<file path="config.mk">
export PLATFORM = sky130hd
export DESIGN_NAME = branch_unit_top
export DESIGN_NICKNAME = d
export VERILOG_FILES = /design/src/hw/branch_pkg.sv /design/src/hw/branch_decode.sv /design/src/hw/branch_regs.sv /design/src/hw/branch_resolve.sv /design/src/hw/branch_unit_top.sv
export VERILOG_INCLUDE_DIRS = /design/src /design/src/hw
export SDC_FILE = /design/constraint.sdc
export NUM_CORES = 1
export LEC_CHECK = 0
export BUFFER_PORTS_ARGS = -buffer_cell sky130_fd_sc_hd__buf_2
export CAP_MARGIN = 10
export CORE_ASPECT_RATIO = 0.5
export CORE_MARGIN = 2
export CORE_UTILIZATION = 56
export DETAILED_ROUTE_END_ITERATION = 16
export GPL_ROUTABILITY_DRIVEN = 1
export PLACE_DENSITY = 0.82
export SLEW_MARGIN = 20
export SYNTH_ARGS = -nofsm -noshare
export SYNTH_HDL_FRONTEND = slang
export SYNTH_HIERARCHICAL = 1
export SYNTH_SLANG_ARGS = --single-unit
</file>
<file path="constraint.sdc">
create_clock -name clk -period 9.4 [get_ports clk]
set_clock_uncertainty 0.05 [all_clocks]
set_input_delay 1.41 -clock clk [delete_from_list [all_inputs] [get_ports clk]]
set_output_delay 1.41 -clock clk [all_outputs]
set_load 0.02 [all_outputs]
</file>
<file path="src/hw/branch_config.svh">
`ifndef BRANCH_CONFIG_SVH
`define BRANCH_CONFIG_SVH

// Register bus
// Byte address, word index sits in bits 3:2
`define BR_WB_ADDR_WIDTH 4

// Statistics counters
// Wrap on overflow, zero-extended on read
`define BR_COUNT_WIDTH 32

`endif

</file>
<file path="src/hw/branch_pkg.sv">
`default_nettype none

package branch_pkg;

    ////////////////////
    // Resolved operation

    // Kept at 4 bits so it fits a narrow pipeline field
    typedef enum logic [3:0] {
        BR_NONE,
        BR_BEQ,
        BR_BNE,
        BR_BLT,
        BR_BGE,
        BR_BLTU,
        BR_BGEU,
        BR_JAL,
        BR_JALR
    } br_op_t;

    ////////////////////
    // Major opcodes

    // Only the control-transfer group is recognised here
    typedef enum logic [6:0] {
        OPC_BRANCH = 7'b1100011,
        OPC_JAL    = 7'b1101111,
        OPC_JALR   = 7'b1100111
    } rv_opcode_t;

    ////////////////////
    // Register map

    // Word addresses of the Wishbone register block
    typedef enum logic [1:0] {
        REG_CTRL     = 2'd0,
        REG_RESOLVED = 2'd1,
        REG_FLUSHES  = 2'd2,
        REG_EXC_TVAL = 2'd3
    } br_reg_t;

endpackage

`default_nettype wire

</file>
<file path="src/hw/branch_decode.sv">
`timescale 1ns/100ps
`default_nettype none

module branch_decode (
    input  logic [31:0]        instr,
    input  logic               issue_valid,
    output logic               accept,
    output logic               unit_needed,
    output logic               uses_rs1,
    output logic               uses_rs2,
    output branch_pkg::br_op_t br_op,
    output logic [31:0]        br_offset,
    output logic               br_is_call,
    output logic               br_is_return
);
    // Instruction fields
    branch_pkg::rv_opcode_t opcode;
    logic [2:0]  fn3;
    logic [4:0]  rs1_addr;
    logic [4:0]  rd_addr;

    // Sign-extended immediates, one per format
    logic [31:0] imm_b;
    logic [31:0] imm_j;
    logic [31:0] imm_i;

    // Operation classes
    logic is_cond;
    logic is_jal;
    logic is_jalr;

    // Return-address stack support
    logic rs1_link;
    logic rd_link;

    assign opcode   = branch_pkg::rv_opcode_t'(instr[6:0]);
    assign fn3      = instr[14:12];
    assign rs1_addr = instr[19:15];
    assign rd_addr  = instr[11:7];

    ////////////////////
    // Operation select

    always_comb begin
        br_op = branch_pkg::BR_NONE;
        case (opcode)
            branch_pkg::OPC_BRANCH: begin
                case (fn3)
                    3'b000:  br_op = branch_pkg::BR_BEQ;
                    3'b001:  br_op = branch_pkg::BR_BNE;
                    3'b100:  br_op = branch_pkg::BR_BLT;
                    3'b101:  br_op = branch_pkg::BR_BGE;
                    3'b110:  br_op = branch_pkg::BR_BLTU;
                    3'b111:  br_op = branch_pkg::BR_BGEU;
                    // 010 and 011 are not branches
                    default: br_op = branch_pkg::BR_NONE;
                endcase
            end
            branch_pkg::OPC_JAL: br_op = branch_pkg::BR_JAL;
            // JALR is only defined with fn3 of zero
            branch_pkg::OPC_JALR: begin
                if (fn3 == 3'b000) begin
                    br_op = branch_pkg::BR_JALR;
                end
            end
            default: br_op = branch_pkg::BR_NONE;
        endcase
    end

    assign is_jal  = (br_op == branch_pkg::BR_JAL);
    assign is_jalr = (br_op == branch_pkg::BR_JALR);
    assign is_cond = br_op inside {branch_pkg::BR_BEQ, branch_pkg::BR_BNE,
                                   branch_pkg::BR_BLT, branch_pkg::BR_BGE,
                                   branch_pkg::BR_BLTU, branch_pkg::BR_BGEU};

    // Register use and acceptance
    assign unit_needed = (br_op != branch_pkg::BR_NONE);
    assign uses_rs1    = is_cond | is_jalr;
    assign uses_rs2    = is_cond;
    assign accept      = issue_valid & unit_needed;

    ////////////////////
    // Immediate offset

    assign imm_b = {{20{instr[31]}}, instr[7], instr[30:25], instr[11:8], 1'b0};
    assign imm_j = {{12{instr[31]}}, instr[19:12], instr[20], instr[30:21], 1'b0};
    assign imm_i = {{21{instr[31]}}, instr[30:20]};

    // Format follows the opcode, B layout otherwise
    always_comb begin
        case (opcode)
            branch_pkg::OPC_JAL:  br_offset = imm_j;
            branch_pkg::OPC_JALR: br_offset = imm_i;
            default:              br_offset = imm_b;
        endcase
    end

    ////////////////////
    // Call and return hints

    // Link registers are x1 and x5
    assign rs1_link = rs1_addr inside {5'd1, 5'd5};
    assign rd_link  = rd_addr inside {5'd1, 5'd5};

    // Pop unless rd links back to the same register
    assign br_is_return = is_jalr & rs1_link & (~rd_link | (rs1_addr != rd_addr));
    assign br_is_call   = (is_jal | is_jalr) & rd_link;

endmodule

`default_nettype wire

</file>
<file path="src/hw/branch_regs.sv">
`timescale 1ns/100ps
`default_nettype none

`include "branch_config.svh"

module branch_regs (
    input  logic                         clk,
    input  logic                         rst,
    // Wishbone classic slave
    input  logic                         wb_cyc,
    input  logic                         wb_stb,
    input  logic                         wb_we,
    input  logic [`BR_WB_ADDR_WIDTH-1:0] wb_adr,
    input  logic [31:0]                  wb_dat_w,
    input  logic [3:0]                   wb_sel,
    output logic [31:0]                  wb_dat_r,
    output logic                         wb_ack,
    // Resolver events
    input  logic                         result_valid,
    input  logic                         flush,
    input  logic                         exc_valid,
    input  logic [31:0]                  exc_tval,
    // Control out
    output logic                         misalign_en
);
    // Bus decode
    logic                       wb_req;
    logic                       ctrl_wr;
    branch_pkg::br_reg_t        reg_sel;
    logic [31:0]                rd_data;

    // Register state
    logic                       ctrl_misalign;
    logic [`BR_COUNT_WIDTH-1:0] resolved_count;
    logic [`BR_COUNT_WIDTH-1:0] flush_count;
    logic [31:0]                exc_tval_r;

    ////////////////////
    // Bus decode

    // New request only while no ack is out, so each cycle acks once
    assign wb_req  = wb_cyc & wb_stb & ~wb_ack;
    assign reg_sel = branch_pkg::br_reg_t'(wb_adr[3:2]);
    // Only byte 0 of control is writable
    assign ctrl_wr = wb_req & wb_we & wb_sel[0] & (reg_sel == branch_pkg::REG_CTRL);

    always_ff @(posedge clk) begin
        if (rst) begin
            wb_ack <= 1'b0;
        end else begin
            wb_ack <= wb_req;
        end
    end

    ////////////////////
    // Registers

    // Check on by default
    always_ff @(posedge clk) begin
        if (rst) begin
            ctrl_misalign <= 1'b1;
        end else if (ctrl_wr) begin
            ctrl_misalign <= wb_dat_w[0];
        end
    end

    assign misalign_en = ctrl_misalign;

    // Event counters, wrapping
    always_ff @(posedge clk) begin
        if (rst) begin
            resolved_count <= '0;
            flush_count    <= '0;
            exc_tval_r     <= 32'd0;
        end else begin
            if (result_valid) begin
                resolved_count <= resolved_count + 1'b1;
            end
            if (flush) begin
                flush_count <= flush_count + 1'b1;
            end
            // Last faulting target
            if (exc_valid) begin
                exc_tval_r <= exc_tval;
            end
        end
    end

    ////////////////////
    // Read path

    always_comb begin
        case (reg_sel)
            branch_pkg::REG_CTRL:     rd_data = {31'd0, ctrl_misalign};
            branch_pkg::REG_RESOLVED: rd_data = 32'(resolved_count);
            branch_pkg::REG_FLUSHES:  rd_data = 32'(flush_count);
            default:                  rd_data = exc_tval_r;
        endcase
    end

    // Read data lands together with ack
    always_ff @(posedge clk) begin
        if (wb_req) begin
            wb_dat_r <= rd_data;
        end
    end

endmodule

`default_nettype wire

</file>
<file path="src/hw/branch_resolve.sv">
`timescale 1ns/100ps
`default_nettype none

module branch_resolve (
    input  logic               clk,
    input  logic               rst,
    // Decoded operands, valid with accept
    input  logic               accept,
    input  branch_pkg::br_op_t br_op,
    input  logic [31:0]        br_offset,
    input  logic               br_is_call,
    input  logic               br_is_return,
    // Issue-stage operands
    input  logic [31:0]        pc,
    input  logic [31:0]        rs1_val,
    input  logic [31:0]        rs2_val,
    input  logic [31:0]        pred_pc,
    // From control register
    input  logic               misalign_en,
    // Results, one cycle after accept
    output logic               result_valid,
    output logic               taken,
    output logic [31:0]        target,
    output logic               flush,
    output logic               is_call,
    output logic               is_return,
    output logic               exc_valid,
    output logic [31:0]        exc_tval
);
    // Comparator
    logic        br_use_signed;
    logic [32:0] rs1_ext;
    logic [32:0] rs2_ext;
    logic [33:0] cmp_diff;
    logic        cmp_eq;
    logic        cmp_lt;

    // Outcome in the issue cycle
    logic        branch_taken;
    logic        is_jalr;
    logic [31:0] jump_base;
    logic [31:0] jump_pc;
    logic [31:0] fall_pc;
    logic [31:0] new_pc;
    logic        mispredict;
    logic        misaligned;

    ////////////////////
    // Compare

    // Unsigned forms extend with zero, signed forms with bit 31
    assign br_use_signed = !(br_op inside {branch_pkg::BR_BLTU, branch_pkg::BR_BGEU});
    assign rs1_ext = {rs1_val[31] & br_use_signed, rs1_val};
    assign rs2_ext = {rs2_val[31] & br_use_signed, rs2_val};

    // Single subtractor gives both equal and less-than
    assign cmp_diff = {rs1_ext[32], rs1_ext} - {rs2_ext[32], rs2_ext};
    assign cmp_lt   = cmp_diff[33];
    assign cmp_eq   = (cmp_diff == 34'd0);

    always_comb begin
        case (br_op)
            branch_pkg::BR_BEQ:  branch_taken = cmp_eq;
            branch_pkg::BR_BNE:  branch_taken = !cmp_eq;
            branch_pkg::BR_BLT,
            branch_pkg::BR_BLTU: branch_taken = cmp_lt;
            branch_pkg::BR_BGE,
            branch_pkg::BR_BGEU: branch_taken = !cmp_lt;
            // Jumps always redirect
            branch_pkg::BR_JAL,
            branch_pkg::BR_JALR: branch_taken = 1'b1;
            default:             branch_taken = 1'b0;
        endcase
    end

    ////////////////////
    // Target

    assign is_jalr   = (br_op == branch_pkg::BR_JALR);
    assign jump_base = is_jalr ? rs1_val : pc;
    assign jump_pc   = jump_base + br_offset;
    assign fall_pc   = pc + 32'd4;

    // JALR clears bit 0 of the sum
    assign new_pc = branch_taken ? {jump_pc[31:1], jump_pc[0] & ~is_jalr} : fall_pc;

    // Bit 0 ignored when checking the prediction
    assign mispredict = (new_pc[31:1] != pred_pc[31:1]);
    // Taken target must be word aligned
    assign misaligned = branch_taken & new_pc[1] & misalign_en;

    ////////////////////
    // Result stage

    // Strobes pulse for one cycle per accepted issue
    always_ff @(posedge clk) begin
        if (rst) begin
            result_valid <= 1'b0;
            flush        <= 1'b0;
            exc_valid    <= 1'b0;
        end else begin
            result_valid <= accept;
            flush        <= accept & mispredict;
            exc_valid    <= accept & misaligned;
        end
    end

    // Payload, held until the next accept
    always_ff @(posedge clk) begin
        if (accept) begin
            taken     <= branch_taken;
            target    <= new_pc;
            is_call   <= br_is_call;
            is_return <= br_is_return;
        end
    end

    // Faulting address is the resolved target itself
    assign exc_tval = target;

endmodule

`default_nettype wire

</file>
<file path="src/hw/branch_unit_top.sv">
`timescale 1ns/100ps
`default_nettype none

`include "branch_config.svh"

module branch_unit_top (
    input  logic                         clk,
    input  logic                         rst,
    // Issue
    input  logic                         issue_valid,
    input  logic [31:0]                  instr,
    input  logic [31:0]                  pc,
    input  logic [31:0]                  rs1_val,
    input  logic [31:0]                  rs2_val,
    input  logic [31:0]                  pred_pc,
    // Decode
    output logic                         unit_needed,
    output logic                         uses_rs1,
    output logic                         uses_rs2,
    // Results
    output logic                         result_valid,
    output logic                         taken,
    output logic [31:0]                  target,
    output logic                         flush,
    output logic                         is_call,
    output logic                         is_return,
    output logic                         exc_valid,
    output logic [31:0]                  exc_tval,
    // Wishbone
    input  logic                         wb_cyc,
    input  logic                         wb_stb,
    input  logic                         wb_we,
    input  logic [`BR_WB_ADDR_WIDTH-1:0] wb_adr,
    input  logic [31:0]                  wb_dat_w,
    input  logic [3:0]                   wb_sel,
    output logic [31:0]                  wb_dat_r,
    output logic                         wb_ack
);
    // Decode to resolver
    logic               accept;
    branch_pkg::br_op_t br_op;
    logic [31:0]        br_offset;
    logic               br_is_call;
    logic               br_is_return;
    // Control back to resolver
    logic               misalign_en;

    branch_decode u_decode (
        .instr, .issue_valid, .accept, .unit_needed, .uses_rs1, .uses_rs2,
        .br_op, .br_offset, .br_is_call, .br_is_return
    );

    branch_resolve u_resolve (
        .clk, .rst, .accept, .br_op, .br_offset, .br_is_call, .br_is_return,
        .pc, .rs1_val, .rs2_val, .pred_pc, .misalign_en,
        .result_valid, .taken, .target, .flush, .is_call, .is_return,
        .exc_valid, .exc_tval
    );

    branch_regs u_regs (
        .clk, .rst, .wb_cyc, .wb_stb, .wb_we, .wb_adr, .wb_dat_w, .wb_sel,
        .wb_dat_r, .wb_ack, .result_valid, .flush, .exc_valid, .exc_tval,
        .misalign_en
    );

endmodule

`default_nettype wire

</file>
==> impl_metrics.sql, run 1 <==
INSERT INTO impl_metrics (metric_group, metric, value, unit) VALUES
('outcome', 'outcome', 'complete, no violations', ''),
('sta', 'totalNegativeSetupSlack', '0', 'ns'),
('detailed_routing', 'detail_route.drc_violations', '0', ''),
('placed_design', 'dp_hpwl', '31000', 'um'),
('final_layout', 'final_layout_size_suffix_gt1_share', '24.2', '%'),
('final_layout', 'final_nets', '2065', ''),
('synth', 'synth.top_cells.by_area', 'dfxtp_1 14%, edfxtp_1 14%, ha_1 5.9%, mux2_2 5.2%, xnor2_1 4.6%', ''),
('final_layout', 'areaGrowthSynthToFinish', '12.4', '%'),
('power_and_ir_drop', 'p_clk_share', '35.2', '%'),
('clocking', 'post-cts-setup-buffers', '0', ''),
('power_and_ir_drop', 'power_switching_share', '31.0', '%'),
('floorplanning', 'io_pins', '312', ''),
('sta', 'hold_viol_final', '0', ''),
('power_and_ir_drop', 'seq_power_share', '39.5', '%'),
('floorplanning', 'floorplan.die.height', '116', 'um'),
('critical_path', 'crit_path_arrival_time', '7.52', 'ns'),
('power_and_ir_drop', 'power_switching', '0.000599', 'W'),
('clocking', 'clk_pin_slew', '0.07', 'ns'),
('detailed_routing', 'vias', '13012', ''),
('power_and_ir_drop', 'power.leakage', '6.25', 'nW'),
('clocking', 'clock_sink_total', '168', ''),
('synth', 'synth_warnings', '6', ''),
('floorplanning', 'die_area', '26400', 'um^2'),
('critical_path', 'crit_path_start_kind', 'input pin', ''),
('sta', 'max_slew.worst_pin.slew', '1.02', 'ns'),
('floorplanning', 'core', '24300', 'um^2'),
('global_routing', 'largest_net_degree_at_the_start_of_global_routing', '58', ''),
('global_routing', 'first_global_vias', '11801', ''),
('global_routing', 'grt_first_pass_wirelength', '61000', 'um'),
('placed_design', 'gpl_congestion', '0.957', ''),
('sta', 'final_period_minus_worst_setup_slack', '7.28', 'ns'),
('clocking', 'postCtsResizedCells', '0', ''),
('synth', 'synth_seq_area_share', '28.7', '%'),
('synth', 'postSynthRegisterBits', '168', ''),
('clocking', 'max-clock-path-buffers', '2', ''),
('clocking', 'worstSkewPairLatency', '0.43', 'ns'),
('clocking', 'cts_htree_levels', '4', ''),
('final_layout', 'fill_cells', '2144', ''),
('critical_path', 'rr_worst_depth', '5', ''),
('sta', 'grt_setup_unrepaired', 'no', ''),
('global_routing', 'globalRouteOverflowTotal', '0', ''),
('synth', 'synth.largest_area_cell', 'dfxtp_1', ''),
('synth', 'syn_avg_cell_area', '8.69', 'um^2'),
('floorplanning', 'start_util', '57.7', '%'),
('synth', 'synth_top_area_share', '14.4', '%'),
('critical_path', 'worst-setup-path-type', 'in2reg', ''),
('hold_path', 'hold_path.class', 'reg2reg', ''),
('clocking', 'hold_buffers', '0', ''),
('hold_path', 'min_delay_path_depth', '2', ''),
('hold_path', 'worst_hold_startpoint', 'u_regs/flush_count[31]', ''),
('detailed_routing', 'final_antenna_net_count', '0', ''),
('power_and_ir_drop', 'pwr-share-comb', '25.3', '%'),
('run', 'max-cap-violations', '0', ''),
('synth', 'synth_nets', '1889', ''),
('critical_path', 'cp-startpoint', 'instr[3]', ''),
('clocking', 'cts_buffers', '17', ''),
('power_and_ir_drop', 'intPower', '0.00133', 'W'),
('sta', 'relSlewSlack', '31.8', '%'),
('critical_path', 'required', '9.64', 'ns'),
('power_and_ir_drop', 'totalPowerFinal', '0.00193', 'W'),
('clocking', 'cts_root_buffer_type', 'clkbuf_16', ''),
('detailed_routing', 'routedWlPerCell', '18.3', 'um'),
('synth', 'syn-cell-area', '14000', 'um^2'),
('global_routing', 'track_usage', '28.8', '%'),
('critical_path', 'critical_path.max_fanout', '25', ''),
('detailed_routing', 'drt-initial-drc-count', '1399', ''),
('sta', 'maxSlewViolCount', '0', ''),
('power_and_ir_drop', 'ratio_of_total_power_to_cell_area', '123', 'nW/um^2'),
('sta', 'report.final.setup_viol', '0', ''),
('placed_design', 'port_buffers', '274', ''),
('global_routing', 'grt_antenna_before_repair', '9', '');
## stage by stage
| step | hold slack (ns) | area [um^2] | utilization, % | setup WS [ns] | instances |
|---|---|---|---|---|---|
| 6_report | 0.443 | 15800 | 64.8 | 2.12 | 2149 |
| 3_3_place_gp | 0.412 | 15200 | 62.4 | 1.85 | 2108 |
| 5_1_grt | 0.471 | 15800 | 64.8 | 1.68 | 2149 |
| 3_5_place_dp | 0.427 | 15200 | 62.4 | 1.81 | 2108 |
| 4_1_cts | 0.437 | 15700 | 64.7 | 2.24 | 2140 |
| 2_1_floorplan | 0.375 | 14000 | - | 2.24 | 1615 |
## cell usage after synthesis (9+ instances only)
cell,n
a21o_1,27
dfxtp_1,101
and2_1,11
nand2_1,94
and4_1,11
mux2_2,65
and3_1,11
o31ai_1,25
a211oi_1,13
inv_1,76
a31oi_1,9
o211ai_1,10
nand2b_1,15
xnor2_1,73
nor2_1,144
nor2b_1,18
ha_1,66
nor4_1,14
xor2_1,54
nand3_1,48
edfxtp_1,67
a21oi_1,101
nor3_1,34
buf_4,57
nand4_1,41
clkbuf_1,41
or4_1,20
a22o_1,32
or3_1,25
mux2i_1,54
buf_2,16
o21ai_0,73
o21a_1,14
## sequential cells by signal, summed over array words and instances, names as in the netlist
| signal | cells |
|---|---|
| u_resolve/is_return | 1 |
| u_resolve/is_call | 1 |
| u_regs/misalign_en | 1 |
| u_regs/flush_count | 32 |
| u_regs/wb_ack | 1 |
| u_resolve/exc_tval | 32 |
| u_resolve/exc_valid | 1 |
| u_resolve/result_valid | 1 |
| u_regs/wb_dat_r | 32 |
| u_resolve/taken | 1 |
| u_resolve/flush | 1 |
| u_regs/exc_tval_r | 32 |
| u_regs/resolved_count | 32 |
## worst max-delay path, stage by stage
cell and delay [ns]:
buf_2 0.18, or4_1 0.53, a21oi_1 0.54, nor3_1 0.14, and2_1 0.36, buf_4 0.32
mux2_2 0.26, ha_1 0.18, inv_1 0.07, fa_1 0.40, xor2_1 0.30, xor2_1 0.18
o2111ai_1 0.12, a311o_1 0.33, a221o_1 0.26, a221oi_1 0.33, o221ai_1 0.22, nor3_1 0.23
nand4_1 0.12, nor3_1 0.14, mux2i_1 0.11, or4b_1 0.52, nor4_2 0.15, a31oi_1 0.11
## layout by cell type (no fill, tap or decap), drive strengths merged, types with 18 or more instances in the layout
master,netlist,layout
a22o,32,32
nand3,49,49
o31ai,25,25
mux2i,56,56
xor2,54,54
nor4,19,19
or4,21,21
o21ai,79,79
clkbuf,41,19
a21o,27,27
a21oi,105,105
nor2,144,144
nor2b,18,18
or3,25,25
mux2,70,70
dfxtp,101,101
nand2,96,96
edfxtp,67,67
buf,84,282
ha,66,66
nor3,34,34
inv,78,85
nand4,44,44
xnor2,73,73
## worst paths after layout
check,to,slack [ns]
setup / recovery,u_resolve/flush,2.12
hold / removal,u_regs/flush_count[31],0.44
setup reg to reg,u_regs/resolved_count[20],7.05
hold reg to reg,u_regs/flush_count[31],0.44
## routing by layer
| metal | global-route usage [%] | up-vias | part of all wire (%) |
|---|---|---|---|
| met5 | 0 | - | 0 |
| met3 | 2.83 | 73 | 5.2 |
| met2 | 48.7 | 449 | 47 |
| li1 | - | 6295 | - |
| met1 | 38.7 | 6195 | 44 |
| met4 | 11.4 | 0 | 3.0 |
## final cells by class
type                       instances  area (um^2)  share of cell area [%]
multi-input combinational       1244         8990                    57.0
sequential                       168         4040                    25.6
timing repair buffer             282         1430                    9.08
clock buffer                      19          443                    2.81
tap                              336          420                    2.67
inverter                          78          293                    1.86
clock inverter                    13          134                   0.849
antenna                            9         22.5                   0.143
## power by group through the flow
stage	combinational, W	clock, W	sequential [W]
3_3_place_gp	0.000472	0	0.000780
3_5_place_dp	0.000476	0	0.000781
4_1_cts	0.000479	0.000690	0.000764
2_1_floorplan	0.000337	0	0.000788
5_1_grt	0.000531	0.000720	0.000765
6_report	0.000488	0.000681	0.000764
## logic make-up (layout without fill, tap and decap cells)
family,Yosys count,after routing,synth area share (%)
XOR/XNOR,127,127,7.92
AO/OA/AOI/OAI,400,400,20.3
adder cells (fa/ha/maj),68,68,6.17
other,0,9,0
flip-flops,168,168,28.7
multiplexers,127,127,9.96
AND/OR/NAND/NOR,522,522,19.6
buffers and inverters,203,392,7.36
Note: power is estimated with default switching activity, not from simulation.
==> inputs of run 2 (changes only) <==
Settings changed: ABC_AREA from default to 1, CORE_UTILIZATION 56 to 52, PLACE_DENSITY 0.82 to 0.79.
Clock period 9.4 ns to 6.4 ns, I/O delays scaled along.
==> impl_metrics.sql, run 2 <==
INSERT INTO impl_metrics (metric_group, metric, value, unit) VALUES
('detailed_routing', 'drt_pass1_iterations', '9', ''),
('power_and_ir_drop', 'vdd.ir_drop.worst', '0.000165', 'V'),
('hold_path', 'min_delay_worst_endpoint', 'u_regs/wb_ack', ''),
('global_routing', 'first_global_vias', '15071', ''),
('floorplanning', 'floorplan.die.height', '126', 'um'),
('clocking', 'cts_buffers', '17', ''),
('sta', 'hold_viol_final', '0', ''),
('power_and_ir_drop', 'power.leakage', '8.92', 'nW'),
('detailed_routing', 'route.final.wire_length', '45800', 'um'),
('critical_path', 'crit_path_start_kind', 'input pin', ''),
('placed_design', 'gpl_congestion', '0.951', ''),
('clocking', 'hold_buffers', '0', ''),
('synth', 'yosys.area_share.simple', '41.4', '%'),
('synth', 'synth_seq_area_share', '26.2', '%'),
('final_layout', 'fill_cells', '2920', ''),
('critical_path', 'critical_path.max_fanout', '57', ''),
('synth', 'synth_top_area_share', '18.1', '%'),
('synth', 'synth_top_family_by_area', 'simple AND/OR/NAND/NOR gates', ''),
('final_layout', 'areaGrowthSynthToFinish', '12.5', '%'),
('floorplanning', 'start_util', '52.9', '%'),
('synth', 'synth_nets', '2773', ''),
('critical_path', 'worst_path_most_repeated_cell', 'nand3_1', ''),
('critical_path', 'end_kind', 'register', ''),
('critical_path', 'critical_path_cell_with_the_highest_stage_delay', 'nor4_1', ''),
('global_routing', 'track_usage', '29.1', '%'),
('critical_path', 'cpPeakStageDelay', '0.40', 'ns'),
('final_layout', 'final_nets', '2980', ''),
('clocking', 'clock_sink_total', '168', ''),
('synth', 'adder_and_majority_gate_portion_of_the_synthesized_area', '5.63', '%'),
('sta', 'max_clock_freq', '197', 'MHz'),
('synth', 'netlist-cell-type-count', '52', ''),
('final_layout', 'sequential_cell_area', '4030', 'um^2'),
('synth', 'synth.largest_area_cell', 'nand2_1', ''),
('detailed_routing', 'detail_routed_via_count_per_cell', '5.22', ''),
('clocking', 'max-clock-path-buffers', '2', ''),
('floorplanning', 'core', '29100', 'um^2'),
('clocking', 'tritoncts', 'done', ''),
('synth', 'synth.cells.most_frequent', '740 x nand2_1, 404 x inv_1, 327 x nor2_1, 175 x nand3_1, 113 x a21oi_1', ''),
('hold_path', 'hold_path.class', 'reg2reg', ''),
('clocking', 'cts_root_buffer_type', 'clkbuf_16', ''),
('synth', 'dominantRegCellSynth', 'dfxtp_1', ''),
('hold_path', 'worst_hold_startpoint', 'u_regs/wb_ack', ''),
('floorplanning', 'rows', '44', ''),
('synth', 'async_flop_share', '0', '%'),
('final_layout', 'final_common_cell', 'nand2_1', ''),
('critical_path', 'required', '6.67', 'ns'),
('detailed_routing', 'vias', '16271', ''),
('clocking', 'cts_htree_levels', '4', ''),
('detailed_routing', 'routedWlPerCell', '14.7', 'um'),
('synth', 'syn_avg_cell_area', '6.15', 'um^2'),
('synth', 'postSynthRegisterBits', '168', ''),
('clocking', 'clk_pin_slew', '0.07', 'ns'),
('sta', 'relSlewSlack', '28.4', '%'),
('critical_path', 'timing.critical_path.buf_inv', '4', ''),
('sta', 'totalNegativeSetupSlack', '0', 'ns'),
('synth', 'synth_edf_count', '67', ''),
('sta', 'grt_setup_unrepaired', 'no', ''),
('placed_design', 'dp_hpwl', '37500', 'um'),
('critical_path', 'worst-setup-path-type', 'in2reg', ''),
('placed_design', 'port_buffers', '274', ''),
('detailed_routing', 'final_antenna_net_count', '0', ''),
('final_layout', 'final_layout_size_suffix_gt1_share', '16.0', '%'),
('synth', 'syn-cell-area', '15400', 'um^2'),
('sta', 'finalCritPeriodShare', '79.3', '%'),
('sta', 'maxSlewViolCount', '0', ''),
('floorplanning', 'die_area', '31000', 'um^2'),
('clocking', 'worstSkewPairLatency', '0.43', 'ns'),
('critical_path', 'path_delay_family', 'simple AND/OR/NAND/NOR gates', ''),
('synth', 'synth.top_cells.by_area', 'nand2_1 18%, dfxtp_1 13%, edfxtp_1 13%, inv_1 9.9%, nor2_1 8.0%', ''),
('final_layout', 'multiInputGateArea', '9170', 'um^2'),
('global_routing', 'grt_antenna_before_repair', '7', ''),
('detailed_routing', 'detail_route.drc_violations', '0', ''),
('hold_path', 'min_delay_path_depth', '1', ''),
('power_and_ir_drop', 'ratio_of_total_power_to_cell_area', '170', 'nW/um^2'),
('power_and_ir_drop', 'totalPowerFinal', '0.00293', 'W'),
('floorplanning', 'die-width', '247', 'um'),
('sta', 'max_slew.worst_pin.slew', '1.07', 'ns'),
('clocking', 'postCtsResizedCells', '0', ''),
('sta', 'report.final.setup_viol', '0', ''),
('synth', 'synth.mux.area_fraction', '0.651', '%'),
('synth', 'yosysMostFrequentCell', 'nand2_1', ''),
('global_routing', 'largest_net_degree_at_the_start_of_global_routing', '58', ''),
('synth', 'postSynthCellCount', '2499', ''),
('final_layout', 'most_frequent_cells_in_the_layout', '740 x nand2_1, 404 x inv_1, 324 x nor2_1', ''),
('detailed_routing', 'drt-initial-drc-count', '1216', ''),
('sta', 'final_period_minus_worst_setup_slack', '5.08', 'ns'),
('floorplanning', 'io_pins', '312', ''),
('critical_path', 'rr_worst_depth', '4', ''),
('run', 'max-cap-violations', '0', ''),
('synth', 'synth_warnings', '6', ''),
('critical_path', 'timing.rr.start', 'u_resolve/exc_valid', ''),
('critical_path', 'reg2reg_to', 'u_regs/exc_tval_r[0]', ''),
('synth', 'synth_xor_area_share', '3.36', '%'),
('global_routing', 'globalRouteOverflowTotal', '0', ''),
('outcome', 'outcome', 'complete, no violations', ''),
('critical_path', 'reg2reg_setup_slack', '4.53', 'ns'),
('clocking', 'post-cts-setup-buffers', '0', ''),
('synth', 'area_fraction_in_compound_gates_after_synthesis', '8.51', '%'),
('critical_path', 'crit_path_arrival_time', '5.34', 'ns'),
('global_routing', 'grt_first_pass_wirelength', '72500', 'um');
-- run 2: cell types whose count changed after synthesis, moves of 24 or more --
cell,delta
mux2i_1,-53
mux2_2,-57
inv_1,+328
nor2_1,+183
nand4_1,+25
a22o_1,-32
xnor2_1,-57
nand2_1,+646
nand2_2,+24
or3_1,-25
nand3_1,+127
o31ai_1,-25
-- run 2: cell families (layout without fill, tap and decap cells) --
| kind of cell | after synthesis | in the layout |
|---|---|---|
| muxes | 9 | 9 |
| DFF | 168 | 168 |
| AOI/OAI and AO/OA | 235 | 235 |
| xor gates and xnor gates | 59 | 59 |
| other | 0 | 6 |
| adders and majority gates | 68 | 68 |
| buffers and inverters | 513 | 733 |
| and+or+nand+nor | 1447 | 1447 |
-- run 2: area by class of cell --
class | count | share of cell area (%)
tap | 391 | 2.83
clock buffer | 22 | 2.74
clock inverter | 10 | 0.485
sequential | 168 | 23.3
multi-input combinational | 1818 | 53.0
antenna | 6 | 0.0868
timing repair buffer | 285 | 8.48
inverter | 416 | 9.03
-- run 2: worst register-to-register path: stages, from the launching register on --
cell     delay (ns)
dfxtp_1        0.61
buf_4          0.30
inv_1          0.45
nor2_1         0.29
nor2_1         0.07
-- run 2: routing by layer --
| layer | up-vias | track usage [%] | wire length (um) |
|---|---|---|---|
| met5 | - | 0 | 0 |
| met4 | 0 | 11.3 | 1640 |
| met3 | 96 | 2.92 | 2650 |
| met2 | 558 | 51.0 | 22000 |
| met1 | 7359 | 37.0 | 19500 |
| li1 | 8258 | - | - |
-- run 2: stage by stage --
step | utilization, % | hold slack (ns) | worst slack, ns | instance area, um^2 | instances
after floorplan | - | 0.385 | 1.08 | 15400 | 2499
final | 59.5 | 0.418 | 1.32 | 17300 | 3116
after CTS | 59.5 | 0.424 | 1.38 | 17300 | 3110
after detailed placement | 57.5 | 0.413 | 0.951 | 16700 | 3078
after global routing | 59.5 | 0.445 | 0.761 | 17300 | 3116
after global placement | 57.5 | 0.403 | 1.02 | 16700 | 3078
-- run 2: where the power goes --
part / internal [W] / total [W] / switching (W)
Combinational: 0.000281 / 0.000815 / 0.000534
Sequential: 0.00113 / 0.00114 / 0.00000552
Clock: 0.000537 / 0.000982 / 0.000445
-- run 2: worst max-delay path by stage --
stage             start              end  slack [ns]  cells after the start
6_report       instr[6]  u_resolve/flush        1.32                     25
5_1_grt        instr[1]  u_resolve/flush        0.76                     33
4_1_cts        instr[6]  u_resolve/flush        1.38                     29
3_5_place_dp   instr[6]  u_resolve/flush        0.95                     33
3_3_place_gp   instr[6]  u_resolve/flush        1.02                     25
2_1_floorplan  instr[6]  u_resolve/flush        1.08                     32
==> inputs of run 3 (changes only) <==
Settings changed: ABC_AREA 1 to 0, CORE_UTILIZATION 52 to 56, PLACE_DENSITY 0.79 to 0.82.
Clock period 6.4 ns to 4.8 ns, I/O delays scaled along.
==> impl_metrics.sql, run 3 (same netlist as run 1, synthesis figures left out) <==
INSERT INTO impl_metrics (metric_group, metric, value, unit) VALUES
('outcome', 'outcome', 'finished, violations left', ''),
('outcome', 'failed_checks', 'setup timing', ''),
('placed_design', 'gpl_congestion', '0.982', ''),
('detailed_routing', 'drt-initial-drc-count', '1442', ''),
('final_layout', 'most_frequent_cells_in_the_layout', '278 x buf_4, 270 x buf_2, 142 x nor2_1', ''),
('critical_path', 'required', '5.05', 'ns'),
('placed_design', 'dp_hpwl', '34100', 'um'),
('critical_path', 'critical_path_cell_with_the_highest_stage_delay', 'o31ai_1', ''),
('global_routing', 'grt_antenna_before_repair', '4', ''),
('detailed_routing', 'drt_pass1_iterations', '5', ''),
('power_and_ir_drop', 'vdd.ir_drop.worst', '0.000285', 'V'),
('sta', 'fin_ws', '-0.541', 'ns'),
('critical_path', 'crit_path_arrival_time', '5.60', 'ns'),
('floorplanning', 'floorplan.die.height', '116', 'um'),
('sta', 'max_clock_freq', '187', 'MHz'),
('detailed_routing', 'detail_routed_via_count_per_cell', '6.05', ''),
('clocking', 'tritoncts', 'done', ''),
('critical_path', 'timing.critical_path.cells', 'buf_2, buf_4, nand2_4, o211a_1, nor3_4, nor3_4, and2_4, buf_6, mux2_2, ha_1, buf_4, nand2_1, o31ai_1, nor3_2, a21oi_4, a21oi_1, xor2_1, xnor2_1, nor4_1, o211ai_1, o21ai_1, or4b_1, nor4_2, a31oi_1', ''),
('detailed_routing', 'detail_route.drc_violations', '0', ''),
('critical_path', 'end_kind', 'register', ''),
('final_layout', 'areaGrowthSynthToFinish', '32.2', '%'),
('global_routing', 'first_global_vias', '13336', ''),
('critical_path', 'worst-setup-path-type', 'in2reg', ''),
('floorplanning', 'start_util', '57.7', '%'),
('global_routing', 'grt_first_pass_wirelength', '67700', 'um'),
('detailed_routing', 'vias', '14659', ''),
('final_layout', 'final_common_cell', 'buf_4', ''),
('power_and_ir_drop', 'ratio_of_total_power_to_cell_area', '232', 'nW/um^2'),
('sta', 'max_slew.worst_pin.slew', '1.00', 'ns'),
('clocking', 'clk_pin_slew', '0.07', 'ns'),
('clocking', 'worstSkewPairLatency', '0.43', 'ns'),
('sta', 'grt_setup_unrepaired', 'yes', ''),
('clocking', 'cts_htree_levels', '4', ''),
('floorplanning', 'die_area', '26400', 'um^2'),
('run', 'max-cap-violations', '0', ''),
('critical_path', 'cpPeakStageDelay', '0.55', 'ns'),
('critical_path', 'timing.critical_path.buf_inv', '4', ''),
('sta', 'holdWs', '0.448', 'ns'),
('floorplanning', 'rows', '40', ''),
('detailed_routing', 'routedWlPerCell', '19.0', 'um'),
('sta', 'relSlewSlack', '33.0', '%'),
('sta', 'finalCritPeriodShare', '111', '%'),
('final_layout', 'final_layout_size_suffix_gt1_share', '37.3', '%'),
('floorplanning', 'io_pins', '312', ''),
('sta', 'report.final.setup_viol', '5', ''),
('clocking', 'hold_buffers', '0', ''),
('power_and_ir_drop', 'power.leakage', '7.78', 'nW'),
('clocking', 'cts_root_buffer_type', 'clkbuf_16', ''),
('global_routing', 'largest_net_degree_at_the_start_of_global_routing', '57', ''),
('critical_path', 'critical_path.max_fanout', '6', ''),
('detailed_routing', 'final_antenna_net_count', '0', ''),
('sta', 'final_period_minus_worst_setup_slack', '5.34', 'ns'),
('global_routing', 'globalRouteOverflowTotal', '0', ''),
('critical_path', 'crit_path_start_kind', 'input pin', ''),
('critical_path', 'path_delay_family', 'simple AND/OR/NAND/NOR gates', ''),
('power_and_ir_drop', 'totalPowerFinal', '0.00430', 'W'),
('clocking', 'clock_sink_total', '168', ''),
('placed_design', 'placed_cells', '2357', ''),
('hold_path', 'hold_path.class', 'reg2reg', ''),
('global_routing', 'track_usage', '31.8', '%'),
('detailed_routing', 'route.final.wire_length', '46200', 'um'),
('clocking', 'max-clock-path-buffers', '2', ''),
('sta', 'maxSlewViolCount', '0', ''),
('floorplanning', 'die-width', '228', 'um'),
('sta', 'hold_viol_final', '0', ''),
('clocking', 'cts_buffers', '17', ''),
('placed_design', 'port_buffers', '274', ''),
('floorplanning', 'core', '24300', 'um^2'),
('final_layout', 'final_nets', '2345', ''),
('final_layout', 'final-instance-count-excl-fill', '2424', '');
[run 3: cell types whose count changed in the layout (fill, tap and decap cells not counted), moves of 32 or more]
cell,change
xnor2_1,+55
nand3_1,-127
nand2_1,-647
mux2i_1,+52
a22o_1,+32
inv_1,-329
mux2_2,+51
nor2_1,-182
buf_4,+268
[run 3: power breakdown]
| group | internal [W] | total (W) | switching, W |
|---|---|---|---|
| Clock | 0.000858 | 0.00147 | 0.000616 |
| Sequential | 0.00149 | 0.00150 | 0.00000410 |
| Combinational | 0.000625 | 0.00133 | 0.000706 |
[run 3: layout make-up]
| class | count | area (um^2) |
|---|---|---|
| multi-input combinational | 1246 | 9550 |
| clock buffer | 18 | 439 |
| inverter | 78 | 293 |
| fill | 1650 | 5770 |
| tap | 336 | 420 |
| antenna | 4 | 10.0 |
| clock inverter | 14 | 200 |
| timing repair buffer | 560 | 3610 |
| sequential | 168 | 4040 |
[run 3: tightest hold or removal path: cells and delay by family, from the launching register on]
kind | cells | cell delay, ns
compound gates | 2 | 0.13
flops | 1 | 0.33
[run 3: path summary, 6_finish.rpt]
path	startpoint	to	slack, ns	depth (start not counted)
setup / recovery	instr[3]	u_resolve/flush	-0.54	24
setup reg to reg	u_regs/resolved_count[0]	u_regs/resolved_count[18]	2.39	5
hold / removal	u_regs/flush_count[31]	u_regs/flush_count[31]	0.45	2
hold reg to reg	u_regs/flush_count[31]	u_regs/flush_count[31]	0.45	2
[run 3: routing by layer]
| metal | global-route usage (%) | wire, um | up-vias |
|---|---|---|---|
| met4 | 13.9 | 2220 | 0 |
| met3 | 4.92 | 3530 | 189 |
| li1 | - | - | 6851 |
| met1 | 40.2 | 18700 | 6867 |
| met5 | 0 | 0 | - |
| met2 | 55.1 | 21700 | 752 |
[run 3: metrics by stage]
step | worst slack, ns | cell area (um^2) | util (%) | setup TNS, ns
after floorplan | -0.945 | 14200 | - | -2.96
after global placement | -1.13 | 17100 | 70.4 | -6.78
after detailed placement | -1.25 | 17100 | 70.4 | -7.94
after CTS | -0.338 | 18000 | 73.9 | -0.340
after global routing | -0.650 | 18600 | 76.3 | -1.57
final | -0.541 | 18600 | 76.3 | -0.974
[run 3: repair_timing]
item	4_1_cts	5_1_grt
pin swaps	15	38
setup buffers	15	16
resized for setup	23	79
endpoints found under the setup margin	8	25
cloned	1	1
